`config.mk`:
```
export PLATFORM = sky130hd
export DESIGN_NAME = vuart_top
export DESIGN_NICKNAME = d
export VERILOG_FILES = /design/src/vuart_pkg.sv /design/src/vuart_csr_decode.sv /design/src/vuart_dfh_csr.sv /design/src/vuart_uart_core.sv /design/src/vuart_irq_msg.sv /design/src/vuart_top.sv
export VERILOG_INCLUDE_DIRS = /design/src /design/src/include
export SDC_FILE = /design/constraint.sdc
export NUM_CORES = 1
export LEC_CHECK = 0
export ABC_CLOCK_PERIOD_IN_PS = 7400
export BUFFER_PORTS_ARGS = -buffer_cell sky130_fd_sc_hd__buf_2
export CORE_MARGIN = 8
export CORE_UTILIZATION = 60
export DETAILED_ROUTE_END_ITERATION = 10
export PLACE_DENSITY = 0.88
export SLEW_MARGIN = 20
export SYNTH_ARGS = -nofsm -noshare
export SYNTH_HDL_FRONTEND = slang
export SYNTH_SLANG_ARGS = --single-unit
```
`constraint.sdc`:
```
create_clock -name clk_csr -period 7.4 [get_ports clk_csr]
set_input_delay 1.11 -clock clk_csr [delete_from_list [all_inputs] [get_ports clk_csr]]
set_output_delay 1.11 -clock clk_csr [all_outputs]
set_load 0.03 [all_outputs]
```
`src/include/vuart_defines.svh`:
```
// word addresses on a 12-bit CSR bus; every block runs on the single clk_csr domain
`ifndef VUART_DEFINES_SVH
`define VUART_DEFINES_SVH

// address map
`define VUART_UART_BASE        12'h200
`define VUART_UNMAPPED_BASE    12'h400   // reads as zero from here up

// dfh register offsets
`define VUART_DFH_HDR_OFS      12'h000
`define VUART_DFH_MSG_ADDR_OFS 12'h008
`define VUART_DFH_MSG_DATA_OFS 12'h010
`define VUART_DFH_SCRATCH_OFS  12'h018

// uart register offsets, relative to the uart base
`define VUART_UART_TXDATA_OFS  12'h000
`define VUART_UART_RXDATA_OFS  12'h004
`define VUART_UART_STATUS_OFS  12'h008
`define VUART_UART_CTRL_OFS    12'h00c
`define VUART_UART_BAUD_OFS    12'h010

// constants and reset values
`define VUART_DFH_HEADER       32'h3000_0024
`define VUART_BAUD_DIV_RESET   16'd16
`define VUART_MSG_DATA_RESET   32'h0000_0005

`endif

```
`src/vuart_pkg.sv`:
```
// fixed widths only; the CSR bus carries one read or write strobe per cycle
package vuart_pkg;

   typedef logic [11:0] csr_addr_t;   // word address
   typedef logic [31:0] csr_data_t;
   typedef logic [19:0] msg_addr_t;
   typedef logic [7:0]  uart_byte_t;
   typedef logic [15:0] baud_div_t;   // clocks per bit

   // --------------------
   // bus and message
   // --------------------
   typedef struct packed {
      logic      rd;      // one-cycle strobes
      logic      wr;
      csr_addr_t addr;
      csr_data_t wdata;
   } csr_req_t;

   typedef struct packed {
      logic      valid;   // pulse
      csr_data_t rdata;
   } csr_rsp_t;

   typedef struct packed {
      logic      req;     // level, held until ack
      msg_addr_t addr;
      csr_data_t data;
   } irq_msg_t;

   // serial state machines
   typedef enum logic [1:0] {tx_idle, tx_start, tx_data, tx_stop} tx_state_e;
   typedef enum logic [1:0] {rx_idle, rx_start, rx_data, rx_stop} rx_state_e;

endpackage

```
`src/vuart_csr_decode.sv`:
```
// adds one request stage; writes at 0x400 and above are dropped and their reads return zero
`include "vuart_defines.svh"

module vuart_csr_decode (
   input  logic                clk_csr,
   input  logic                rst_n_csr,
   input  vuart_pkg::csr_req_t csr_req,
   output vuart_pkg::csr_rsp_t csr_rsp,
   output vuart_pkg::csr_req_t dfh_req,
   output vuart_pkg::csr_req_t uart_req,
   input  vuart_pkg::csr_rsp_t dfh_rsp,
   input  vuart_pkg::csr_rsp_t uart_rsp
);
   import vuart_pkg::*;

   logic      rd_q;
   logic      wr_q;
   csr_addr_t addr_q;
   csr_data_t wdata_q;
   logic      hit_dfh;
   logic      hit_uart;
   logic      unmapped_rd_q;   // read that no target answers

   // --------------------
   // request stage
   // --------------------
   always_ff @(posedge clk_csr) begin
      if (!rst_n_csr) begin
         rd_q <= 1'b0;
         wr_q <= 1'b0;
      end else begin
         rd_q <= csr_req.rd;
         wr_q <= csr_req.wr;
      end
   end

   always_ff @(posedge clk_csr) begin
      addr_q  <= csr_req.addr;
      wdata_q <= csr_req.wdata;
   end

   assign hit_dfh  = addr_q < `VUART_UART_BASE;
   assign hit_uart = (addr_q >= `VUART_UART_BASE) && (addr_q < `VUART_UNMAPPED_BASE);

   assign dfh_req  = '{rd: rd_q & hit_dfh, wr: wr_q & hit_dfh,
                       addr: addr_q, wdata: wdata_q};
   assign uart_req = '{rd: rd_q & hit_uart, wr: wr_q & hit_uart,
                       addr: addr_q - `VUART_UART_BASE, wdata: wdata_q};   // offset into uart

   // answer unmapped reads alongside the targets' slot
   always_ff @(posedge clk_csr) begin
      if (!rst_n_csr) begin
         unmapped_rd_q <= 1'b0;
      end else begin
         unmapped_rd_q <= rd_q & ~hit_dfh & ~hit_uart;
      end
   end

   // --------------------
   // response merge
   // --------------------
   assign csr_rsp.valid = dfh_rsp.valid | uart_rsp.valid | unmapped_rd_q;
   assign csr_rsp.rdata = dfh_rsp.valid  ? dfh_rsp.rdata  :
                          uart_rsp.valid ? uart_rsp.rdata : '0;   // zero for unmapped

endmodule

```
`src/vuart_dfh_csr.sv`:
```
// header is read only; unlisted offsets read zero and ignore writes
`include "vuart_defines.svh"

module vuart_dfh_csr (
   input  logic                 clk_csr,
   input  logic                 rst_n_csr,
   input  vuart_pkg::csr_req_t  req,
   output vuart_pkg::csr_rsp_t  rsp,
   output vuart_pkg::msg_addr_t msg_addr,
   output vuart_pkg::csr_data_t msg_data
);
   import vuart_pkg::*;

   csr_data_t scratch;
   csr_data_t rd_mux;
   logic      rsp_valid;
   csr_data_t rsp_rdata;

   // --------------------
   // write side
   // --------------------
   always_ff @(posedge clk_csr) begin
      if (!rst_n_csr) begin
         msg_addr <= '0;
         msg_data <= `VUART_MSG_DATA_RESET;
         scratch  <= '0;
      end else if (req.wr) begin
         case (req.addr)
            `VUART_DFH_MSG_ADDR_OFS: msg_addr <= req.wdata[19:0];   // 20-bit target
            `VUART_DFH_MSG_DATA_OFS: msg_data <= req.wdata;
            `VUART_DFH_SCRATCH_OFS:  scratch  <= req.wdata;
            default: ;                                               // header stays fixed
         endcase
      end
   end

   // --------------------
   // read side
   // --------------------
   always_comb begin
      case (req.addr)
         `VUART_DFH_HDR_OFS:      rd_mux = `VUART_DFH_HEADER;
         `VUART_DFH_MSG_ADDR_OFS: rd_mux = {12'd0, msg_addr};
         `VUART_DFH_MSG_DATA_OFS: rd_mux = msg_data;
         `VUART_DFH_SCRATCH_OFS:  rd_mux = scratch;
         default:                 rd_mux = '0;
      endcase
   end

   always_ff @(posedge clk_csr) begin
      if (!rst_n_csr) begin
         rsp_valid <= 1'b0;
      end else begin
         rsp_valid <= req.rd;
      end
   end

   always_ff @(posedge clk_csr) begin
      if (req.rd) begin
         rsp_rdata <= rd_mux;
      end
   end

   assign rsp = '{valid: rsp_valid, rdata: rsp_rdata};

endmodule

```
`src/vuart_uart_core.sv`:
```
// 8N1 only with no parity or FIFO; one byte held each way; divisor must be 2 or more
`include "vuart_defines.svh"

module vuart_uart_core (
   input  logic                clk_csr,
   input  logic                rst_n_csr,
   input  vuart_pkg::csr_req_t req,
   output vuart_pkg::csr_rsp_t rsp,
   output logic                uart_irq,
   output logic                uart_tx,
   input  logic                uart_rx
);
   import vuart_pkg::*;

   baud_div_t  baud_div;
   logic       irq_en_rx;
   logic       irq_en_tx_idle;
   uart_byte_t rx_byte;          // last received character
   logic       rx_valid;
   logic       rx_overrun;
   logic       tx_busy;
   logic       tx_load;          // accepted tx data write
   logic       rd_rxdata;
   logic       rd_status;
   logic       rx_done;          // good stop bit sampled
   logic       rsp_valid;
   csr_data_t  rsp_rdata;
   csr_data_t  rd_mux;

   tx_state_e  tx_state;
   baud_div_t  tx_cnt;
   logic [2:0] tx_bit;
   uart_byte_t tx_shift;
   logic       tx_tick;

   rx_state_e  rx_state;
   baud_div_t  rx_cnt;
   logic [2:0] rx_bit;
   uart_byte_t rx_shift;
   logic       rx_s1;
   logic       rx_s2;
   logic       rx_tick;
   logic       rx_mid;

   assign tx_tick   = tx_cnt == baud_div - 16'd1;
   assign rx_tick   = rx_cnt == baud_div - 16'd1;
   assign rx_mid    = rx_cnt == {1'b0, baud_div[15:1]} - 16'd1;   // half a bit
   assign tx_busy   = tx_state != tx_idle;
   assign tx_load   = req.wr && (req.addr == `VUART_UART_TXDATA_OFS) && !tx_busy;
   assign rd_rxdata = req.rd && (req.addr == `VUART_UART_RXDATA_OFS);
   assign rd_status = req.rd && (req.addr == `VUART_UART_STATUS_OFS);
   assign rx_done   = (rx_state == rx_stop) && rx_tick && rx_s2;

   // --------------------
   // transmit
   // --------------------
   always_ff @(posedge clk_csr) begin
      if (!rst_n_csr) begin
         tx_state <= tx_idle;
         tx_cnt   <= '0;
         tx_bit   <= '0;
      end else begin
         tx_cnt <= (tx_state == tx_idle || tx_tick) ? '0 : tx_cnt + 16'd1;
         case (tx_state)
            tx_idle:  if (tx_load) tx_state <= tx_start;
            tx_start: if (tx_tick) tx_state <= tx_data;
            tx_data: begin
               if (tx_tick) begin
                  tx_bit <= tx_bit + 3'd1;                   // wraps back to 0
                  if (tx_bit == 3'd7) tx_state <= tx_stop;
               end
            end
            tx_stop:  if (tx_tick) tx_state <= tx_idle;
            default:  tx_state <= tx_idle;
         endcase
      end
   end

   always_ff @(posedge clk_csr) begin
      if (tx_load) begin
         tx_shift <= req.wdata[7:0];
      end else if (tx_state == tx_data && tx_tick) begin
         tx_shift <= tx_shift >> 1;   // lsb first
      end
   end

   assign uart_tx = (tx_state == tx_start) ? 1'b0        :
                    (tx_state == tx_data)  ? tx_shift[0] : 1'b1;

   // --------------------
   // receive
   // --------------------
   always_ff @(posedge clk_csr) begin
      if (!rst_n_csr) begin
         rx_s1 <= 1'b1;
         rx_s2 <= 1'b1;
      end else begin
         rx_s1 <= uart_rx;
         rx_s2 <= rx_s1;
      end
   end

   always_ff @(posedge clk_csr) begin
      if (!rst_n_csr) begin
         rx_state <= rx_idle;
         rx_cnt   <= '0;
         rx_bit   <= '0;
      end else begin
         case (rx_state)
            rx_idle: begin
               rx_cnt <= '0;
               if (!rx_s2) rx_state <= rx_start;
            end
            rx_start: begin
               rx_cnt <= rx_mid ? '0 : rx_cnt + 16'd1;
               if (rx_mid) rx_state <= rx_s2 ? rx_idle : rx_data;   // false start drops out
            end
            rx_data: begin
               rx_cnt <= rx_tick ? '0 : rx_cnt + 16'd1;
               if (rx_tick) begin
                  rx_bit <= rx_bit + 3'd1;
                  if (rx_bit == 3'd7) rx_state <= rx_stop;
               end
            end
            rx_stop: begin
               rx_cnt <= rx_tick ? '0 : rx_cnt + 16'd1;
               if (rx_tick) rx_state <= rx_idle;    // framing error just drops the byte
            end
            default: rx_state <= rx_idle;
         endcase
      end
   end

   always_ff @(posedge clk_csr) begin
      if (rx_state == rx_data && rx_tick) begin
         rx_shift <= {rx_s2, rx_shift[7:1]};
      end
   end

   // --------------------
   // registers
   // --------------------
   always_ff @(posedge clk_csr) begin
      if (!rst_n_csr) begin
         baud_div       <= `VUART_BAUD_DIV_RESET;
         irq_en_rx      <= 1'b0;
         irq_en_tx_idle <= 1'b0;
         rx_byte        <= '0;
         rx_valid       <= 1'b0;
         rx_overrun     <= 1'b0;
      end else begin
         if (req.wr && req.addr == `VUART_UART_CTRL_OFS) begin
            irq_en_rx      <= req.wdata[0];
            irq_en_tx_idle <= req.wdata[1];
         end
         if (req.wr && req.addr == `VUART_UART_BAUD_OFS) begin
            baud_div <= req.wdata[15:0];
         end
         if (rd_rxdata) rx_valid <= 1'b0;
         if (rd_status) rx_overrun <= 1'b0;
         if (rx_done) begin                          // new byte wins over read clears
            rx_byte  <= rx_shift;
            rx_valid <= 1'b1;
            if (rx_valid && !rd_rxdata) rx_overrun <= 1'b1;
         end
      end
   end

   always_comb begin
      case (req.addr)
         `VUART_UART_RXDATA_OFS: rd_mux = {24'd0, rx_byte};
         `VUART_UART_STATUS_OFS: rd_mux = {29'd0, rx_overrun, tx_busy, rx_valid};
         `VUART_UART_CTRL_OFS:   rd_mux = {30'd0, irq_en_tx_idle, irq_en_rx};
         `VUART_UART_BAUD_OFS:   rd_mux = {16'd0, baud_div};
         default:                rd_mux = '0;      // tx data is write only
      endcase
   end

   always_ff @(posedge clk_csr) begin
      if (!rst_n_csr) begin
         rsp_valid <= 1'b0;
      end else begin
         rsp_valid <= req.rd;
      end
   end

   always_ff @(posedge clk_csr) begin
      if (req.rd) begin
         rsp_rdata <= rd_mux;
      end
   end

   assign rsp      = '{valid: rsp_valid, rdata: rsp_rdata};
   assign uart_irq = (rx_valid & irq_en_rx) | (~tx_busy & irq_en_tx_idle);

endmodule

```
`src/vuart_irq_msg.sv`:
```
// one message in flight; an irq edge seen while req is high folds into that message
module vuart_irq_msg (
   input  logic                 clk_csr,
   input  logic                 rst_n_csr,
   input  logic                 uart_irq,
   input  vuart_pkg::msg_addr_t msg_addr,
   input  vuart_pkg::csr_data_t msg_data,
   output vuart_pkg::irq_msg_t  irq_msg,
   input  logic                 msg_ack
);
   import vuart_pkg::*;

   logic      irq_d1;
   logic      irq_edge;
   logic      req_q;
   msg_addr_t addr_q;
   csr_data_t data_q;

   assign irq_edge = uart_irq & ~irq_d1;   // rising edge only

   always_ff @(posedge clk_csr) begin
      if (!rst_n_csr) begin
         irq_d1 <= 1'b0;
         req_q  <= 1'b0;
      end else begin
         irq_d1 <= uart_irq;
         if (req_q && msg_ack) begin
            req_q <= 1'b0;
         end else if (irq_edge) begin
            req_q <= 1'b1;
         end
      end
   end

   // fields frozen while the message waits for ack
   always_ff @(posedge clk_csr) begin
      if (irq_edge && !req_q) begin
         addr_q <= msg_addr;
         data_q <= msg_data;
      end
   end

   assign irq_msg = '{req: req_q, addr: addr_q, data: data_q};

endmodule

```
`src/vuart_top.sv`:
```
// single clk_csr domain; read data returns two cycles after the strobe for every address
module vuart_top (
   input  logic                clk_csr,
   input  logic                rst_n_csr,
   input  vuart_pkg::csr_req_t csr_req,
   output vuart_pkg::csr_rsp_t csr_rsp,
   output vuart_pkg::irq_msg_t irq_msg,
   input  logic                msg_ack,
   output logic                uart_tx,
   input  logic                uart_rx
);
   import vuart_pkg::*;

   csr_req_t  dfh_req;
   csr_req_t  uart_req;
   csr_rsp_t  dfh_rsp;
   csr_rsp_t  uart_rsp;
   msg_addr_t msg_addr;
   csr_data_t msg_data;
   logic      uart_irq;

   vuart_csr_decode u_decode (
      .clk_csr   (clk_csr),
      .rst_n_csr (rst_n_csr),
      .csr_req   (csr_req),
      .csr_rsp   (csr_rsp),
      .dfh_req   (dfh_req),
      .uart_req  (uart_req),
      .dfh_rsp   (dfh_rsp),
      .uart_rsp  (uart_rsp)
   );

   // feature header and message setup
   vuart_dfh_csr u_dfh (
      .clk_csr   (clk_csr),
      .rst_n_csr (rst_n_csr),
      .req       (dfh_req),
      .rsp       (dfh_rsp),
      .msg_addr  (msg_addr),
      .msg_data  (msg_data)
   );

   vuart_uart_core u_uart (
      .clk_csr   (clk_csr),
      .rst_n_csr (rst_n_csr),
      .req       (uart_req),
      .rsp       (uart_rsp),
      .uart_irq  (uart_irq),
      .uart_tx   (uart_tx),
      .uart_rx   (uart_rx)
   );

   // irq level to in-band message
   vuart_irq_msg u_irq_msg (
      .clk_csr   (clk_csr),
      .rst_n_csr (rst_n_csr),
      .uart_irq  (uart_irq),
      .msg_addr  (msg_addr),
      .msg_data  (msg_data),
      .irq_msg   (irq_msg),
      .msg_ack   (msg_ack)
   );

endmodule

```
### After elaboration in Yosys (flattened, before gate mapping)

Cells that the tools add are included.

| storage, ports and cells | value |
|---|---|
| register bits | 339 |
| input bits | 50 |
| output and inout port bits | 87 |
| logic and storage cells | 151 |

| operators by class | value |
|---|---|
| $add $sub $neg | 7 |
| magnitude comparators | 3 |
| eq/ne operators | 28 |
| multiplexer cells | 29 |
| bitwise operators | 17 |
| reductions and logical operators | 35 |

Operators with widths:

| cell | number |
|---|---|
| $pmux 32 s4 | 1 |
| $mux 32 | 2 |
| $pmux 16 s4 | 1 |
| $eq 16x16->1 | 3 |
| $pmux 16 s3 | 1 |
| $eq 12x4->1 const B | 3 |
| $eq 12x5->1 const B | 3 |
| $add 16x1->16 const B | 2 |
| $mux 16 | 2 |
| $logic_not 12->1 | 2 |
| $mux 2 | 11 |
| $ne 2x1->1 const B | 9 |
| $mux 8 | 2 |
| $pmux 2 s4 | 2 |
| $sub 15x1->16 const B | 1 |
| $sub 16x1->16 const B | 1 |
| $logic_and 1x1->1 | 14 |
| $eq 12x3->1 const B | 1 |
| $ge 12x10->1 const B | 1 |
| $lt 12x10->1 const B | 1 |
| $lt 12x11->1 const B | 1 |
| $sub 12x10->12 const B | 1 |
| $reduce_and 2->1 | 5 |
| $reduce_and 5->1 | 2 |
| other kinds (14) | 47 |

### Longest topological paths before layout

| logic depth | value |
|---|---|
| depth in word-level cells | 8 |
| depth in mapped cells | 13 |
| depth with buffers taken out | 10 |

### Modules after synthesis

From an unflattened synthesis, not the netlist that was laid out.

| unflattened totals | value |
|---|---|
| cell total of the unflattened synthesis | 1348 |
| area total of the unflattened synthesis | 14303.7 µm² |

Modules (own cells, without submodules):

| module | instances | cells an instance | area an instance (µm²) | sequential area each (µm²) |
|---|---|---|---|---|
| vuart_uart_core | 1 | 683 | 6065.8 | 2422.3 |
| vuart_dfh_csr | 1 | 454 | 4855.9 | 2662.6 |
| vuart_csr_decode | 1 | 152 | 1740.4 | 940.9 |
| vuart_irq_msg | 1 | 59 | 1641.6 | 1601.5 |

### Least setup slack after synthesis

OpenSTA, ideal clock, no wires.

| path | value |
|---|---|
| path kind | reg-to-reg |
| from | register u_uart.tx_state[0] |
| to | register u_irq_msg.addr_q[0], enable pin |
| setup time | 0.528 ns |
| data arrival time | 4.305 ns |
| data required time | 6.872 ns |
| path slack | 2.567 ns |
| cell stages (with the launch flop) | 5 |
| buffers on the path | 0 |
| period minus slack after synthesis | 4.833 ns |
| path through | dfxtp_1 inv_1 ha_1 a22oi_1 nor3_1 |

| on the way | value |
|---|---|
| cells in the longest elaborated chain, start to end | 6 |

Ends and longest elaborated chain:

| what | line | RTL |
|---|---|---|
| from (decl) | vuart_uart_core.sv:30 | `tx_state_e tx_state;` |
| from (signal assigned) | vuart_uart_core.sv:59 | `tx_state <= tx_idle;` |
| from (signal assigned) | vuart_uart_core.sv:65 | `tx_idle: if (tx_load) tx_state <= tx_start;` |
| from (signal assigned) | vuart_uart_core.sv:66 | `tx_start: if (tx_tick) tx_state <= tx_data;` |
| $reduce_bool 2->1 | vuart_uart_core.sv:48 | `assign tx_busy = tx_state != tx_idle;` |
| $not 1->1 | vuart_uart_core.sv:194 | `assign uart_irq = (rx_valid & irq_en_rx) \| (~tx_busy & irq_en_tx_idle);` |
| $and 1x1->1 | vuart_uart_core.sv:194 |  |
| $or 1x1->1 | vuart_uart_core.sv:194 |  |
| $and 1x1->1 | vuart_irq_msg.sv:19 | `assign irq_edge = uart_irq & ~irq_d1;` |
| $logic_and 1x1->1 | vuart_irq_msg.sv:37 | `if (irq_edge && !req_q) begin` |
| to (signal assigned) | vuart_irq_msg.sv:38 | `addr_q <= msg_addr;` |
| to (decl) | vuart_irq_msg.sv:16 | `msg_addr_t addr_q;` |

Every way passes these cells.
A chain may end at the register's enable or synchronous reset.

### Worst setup path after layout

| path | value |
|---|---|
| from | register u_uart.baud_div[4] |
| to | register u_uart.rx_bit[2] |

| on the way | value |
|---|---|
| cells in the longest elaborated chain, start to end | 3 |

Ends and longest elaborated chain:

| what | line | RTL |
|---|---|---|
| from (decl) | vuart_uart_core.sv:15 | `baud_div_t baud_div;` |
| from (signal assigned) | vuart_uart_core.sv:145 | `` baud_div <= `VUART_BAUD_DIV_RESET; `` |
| from (signal assigned) | vuart_uart_core.sv:157 | `baud_div <= req.wdata[15:0];` |
| $sub 16x1->16 | vuart_uart_core.sv:46 | `assign rx_tick = rx_cnt == baud_div - 16'd1;` |
| $eq 16x16->1 | vuart_uart_core.sv:46 |  |
| $reduce_and 2->1 (no line) | n/a |  |
| to (signal assigned) | vuart_uart_core.sv:121 | `rx_bit <= rx_bit + 3'd1;` |
| to (decl) | vuart_uart_core.sv:38 | `logic [2:0] rx_bit;` |

Every way passes these cells.

==> metrics <==
initial antenna violation count=1; R2R Path Start=u_uart.baud_div[4]; fin crit share=55.9%; kind of end point of the critical path=flop; maxcap violations=0; # hold bufs at CTS=0; Worst VDD drop=0.221 mV; part of the power in registers=52.2%; CP Class=reg2reg; DIE HEIGHT=165 um; P_int=2.83 mW; gr usage total=26.2%; slew margin rel.=29.6%; Worst Reg2Reg Path Length in Cells=8; most frequent cells in the layout=nand2_1, dfxtp_1, buf_2; Max stage delay on crit path=740 ps; Synth Cell Area=0.0133 sq mm; CTS tree=built; post-place setup slack=3300 ps; post-DP HPWL=23.3 mm; RSZ-0062 raised after global routing=false; Synth Flop Type=dfxtp_1; First-pass DRT Iterations=7; post-CTS sizing=0; Hold Path Origin=u_uart.rx_s1; worst r2r dst=u_uart.rx_bit[2]; hold-critical path depth=1; Num CTS Buffers=34; Routed Antenna Nets=0; H-tree depth=2; wirelength, routed=35.6 mm; Async SR Flop Fraction=0%; DR WL/cell=20.7 um; Ys Warns=0; EDFF count, synth=116; Crit Path Max Fanout=13; CP arrival=4500 ps; worst slew pin tran=1060 ps; Buffers on Ports=136; top-level I/O count=137; Critical Path Most Common Cell=or4_4; DIE WIDTH=165 um; CTS sink cnt=323; Core ar.=0.0218 sq mm; Worst R2R Setup Slack=3260 ps; global-route wire length before repair=56.2 mm; synthesized instance count=1311; Root Buffer=clkbuf_16; largest net degree at the start of global routing=98; worst-case clock buffer depth=3; drt drc=0; Seq/Total Area, Yosys=57.4%; routed vias/inst=6.16; CP Buf/Inv Count=0; Initial Utilization=60.9%; Post-Syn Area per Cell=10.1 sq um; biggest area consumer among synthesized cells=dfxtp_1; Hold Vio Cnt, Final=0; area grow syn2layout=14.4%; FP Rows=54; Hold Path Class=reg2reg; sw power=749 uW; CP max stage cell=nor4_2; Synth area leaders=dfxtp_1, edfxtp_1, nand2_1; number of synthesized register bits=323; fill cell count=1514; Worst Skew=17.8 ps; Clk network pwr share=46.5%; critical path required time=7770 ps; FMAX=0.242 GHz; grt total ovfl=0; share of post-route cells with drive strength above 1=16.0%; combinational share of power=1.4%; Die ar.=0.0272 sq mm; postcts setup bufs=0; hold path endpoint=u_uart.rx_s2; outcome=completed; NumNets Final=1477; Syn Nets=1376; commonest non-fill, non-tap cell in the layout=nand2_1; Final min period=4140 ps; CP Cell Sequence=nor4_2 -> nand4_1 -> xnor2_1 -> or4_4 -> or4_4 -> nor4_4 -> mux2i_1 -> nor2_1; final setup fails=0; switching portion of total power=20.9%; leakage power=5.66 nW; top-area cell type share of the netlist area=31.2%; vias=10600; PnR worst setup slack=3260 ps; routability cong.=0.923; vias in the first global route=10600; PD cells=235 mW/mm^2; CTS clk-pin slew, worst paths=60 ps; worst skew pair latency=520 ps; CP startpoint kind=flop; total negative slack=0 ps; delay-heaviest family, CP=simple AND/OR/NAND/NOR gates; Max Slew Vio Count=0; initial drt markers=1120; Distinct cells, synth=73
-- layer usage --
| layer | vias to the layer above | global-route usage (%) | routed length (um) |
|---|---|---|---|
| met5 | - | 0 | 0 |
| met3 | 118 | 4.41 | 3640 |
| li1 | 4828 | - | - |
| met4 | 0 | 12.1 | 1410 |
| met2 | 626 | 43.5 | 17000 |
| met1 | 5017 | 33.0 | 13600 |
-- power by group through the flow --
stage	registers [mW]	clock network [mW]	logic, mW
2_1_floorplan	1.89	0	0.0269
3_3_place_gp	1.90	0	0.0475
3_5_place_dp	1.90	0	0.0486
4_1_cts	1.86	1.68	0.0494
5_1_grt	1.86	1.75	0.0539
6_report	1.86	1.66	0.0497
-- layout make-up --
type	count	area (sq um)	share of cell area, %
Antenna cell	1	2.50	0.0164
Clock buffer	52	978	6.43
Clock inverter	10	128	0.839
Inverter	44	168	1.10
Multi-Input combinational cell	858	5170	34.0
Sequential cell	323	7630	50.1
Tap cell	280	350	2.30
Timing Repair Buffer	151	793	5.21
-- synth_stat cells (3+ instances only) --
| library cell | count |
|---|---|
| xor2_1 | 36 |
| nand2b_1 | 8 |
| inv_1 | 43 |
| a221oi_1 | 3 |
| mux2i_1 | 13 |
| dfxtp_1 | 207 |
| nor3_2 | 3 |
| a31oi_1 | 7 |
| xnor3_1 | 3 |
| edfxtp_1 | 116 |
| a21boi_0 | 4 |
| nor4b_1 | 3 |
| clkbuf_1 | 73 |
| nand3b_1 | 3 |
| a222oi_1 | 20 |
| nor3b_1 | 3 |
| and4_1 | 7 |
| mux2_2 | 7 |
| o22ai_1 | 4 |
| o211a_1 | 3 |
| nor4_1 | 13 |
| o211ai_1 | 3 |
| o21ai_0 | 12 |
| nand3_1 | 38 |
| buf_2 | 10 |
| a22oi_1 | 8 |
| nand2_1 | 242 |
| and3_1 | 13 |
| nor2b_1 | 6 |
| a22o_1 | 30 |
| a21oi_1 | 113 |
| o31ai_1 | 3 |
| nand4_1 | 12 |
| nor2_1 | 68 |
| and2_1 | 29 |
| xnor2_1 | 47 |
| or4_1 | 3 |
| or3_1 | 4 |
| nor3_1 | 31 |
| o21a_1 | 3 |
| ha_1 | 15 |
| a211oi_1 | 4 |
-- how the worst max path moves through the flow --
stage / startpoint / to / slack [ps] / cells past startpoint
final: u_uart.baud_div[4] / u_uart.rx_bit[2] / 3260 / 8
after global routing: u_uart.baud_div[4] / u_uart.rx_bit[2] / 3030 / 8
after CTS: u_uart.baud_div[4] / u_uart.rx_bit[2] / 3320 / 8
after floorplan: u_uart.tx_state[0] / u_irq_msg.addr_q[0] / 2570 / 4
after detailed placement: u_uart.baud_div[4] / u_uart.rx_bit[2] / 3300 / 8
after global placement: u_uart.baud_div[4] / u_uart.rx_bit[2] / 3400 / 8
-- state kept, by name (all words and copies together), names as in the netlist, 8 cells and up, named ones only --
name,count
u_decode.addr_q,12
u_decode.wdata_q,32
u_dfh.msg_addr,20
u_dfh.msg_data,32
u_dfh.rsp_rdata,32
u_dfh.scratch,32
u_irq_msg.addr_q,20
u_irq_msg.data_q,32
u_uart.baud_div,16
u_uart.rsp_rdata,16
u_uart.rx_byte,8
u_uart.rx_cnt,16
u_uart.rx_shift,8
u_uart.tx_cnt,16
u_uart.tx_shift,8
-- through the flow --
stage	power (mW)	cell area [sq um]	hold WS, ps	utilization [%]	cells
finish	3.58	15200	438	69.7	1719
global route	3.67	15200	451	69.7	1719
CTS	3.59	15200	449	69.7	1718
detailed placement	1.95	14100	423	64.6	1656
global placement	1.95	14100	402	64.6	1656
floorplan	1.92	13300	386	-	1311
-- kinds of logic (layout without fill, tap and decap cells) --
group                      Yosys count  count (layout)  share of synthesized area (%)
AOI/OAI and AO/OA                  236             236                           11.9
xor gates and xnor gates            86              86                           5.97
adders and majority gates           15              15                           1.41
buffers and inverters              130             257                           3.88
DFF                                323             323                           57.4
muxes                               20              20                           1.57
other                                0               1                              0
and+or+nand+nor                    501             501                           18.0
No activity file was read; power rests on OpenSTA's default activity.
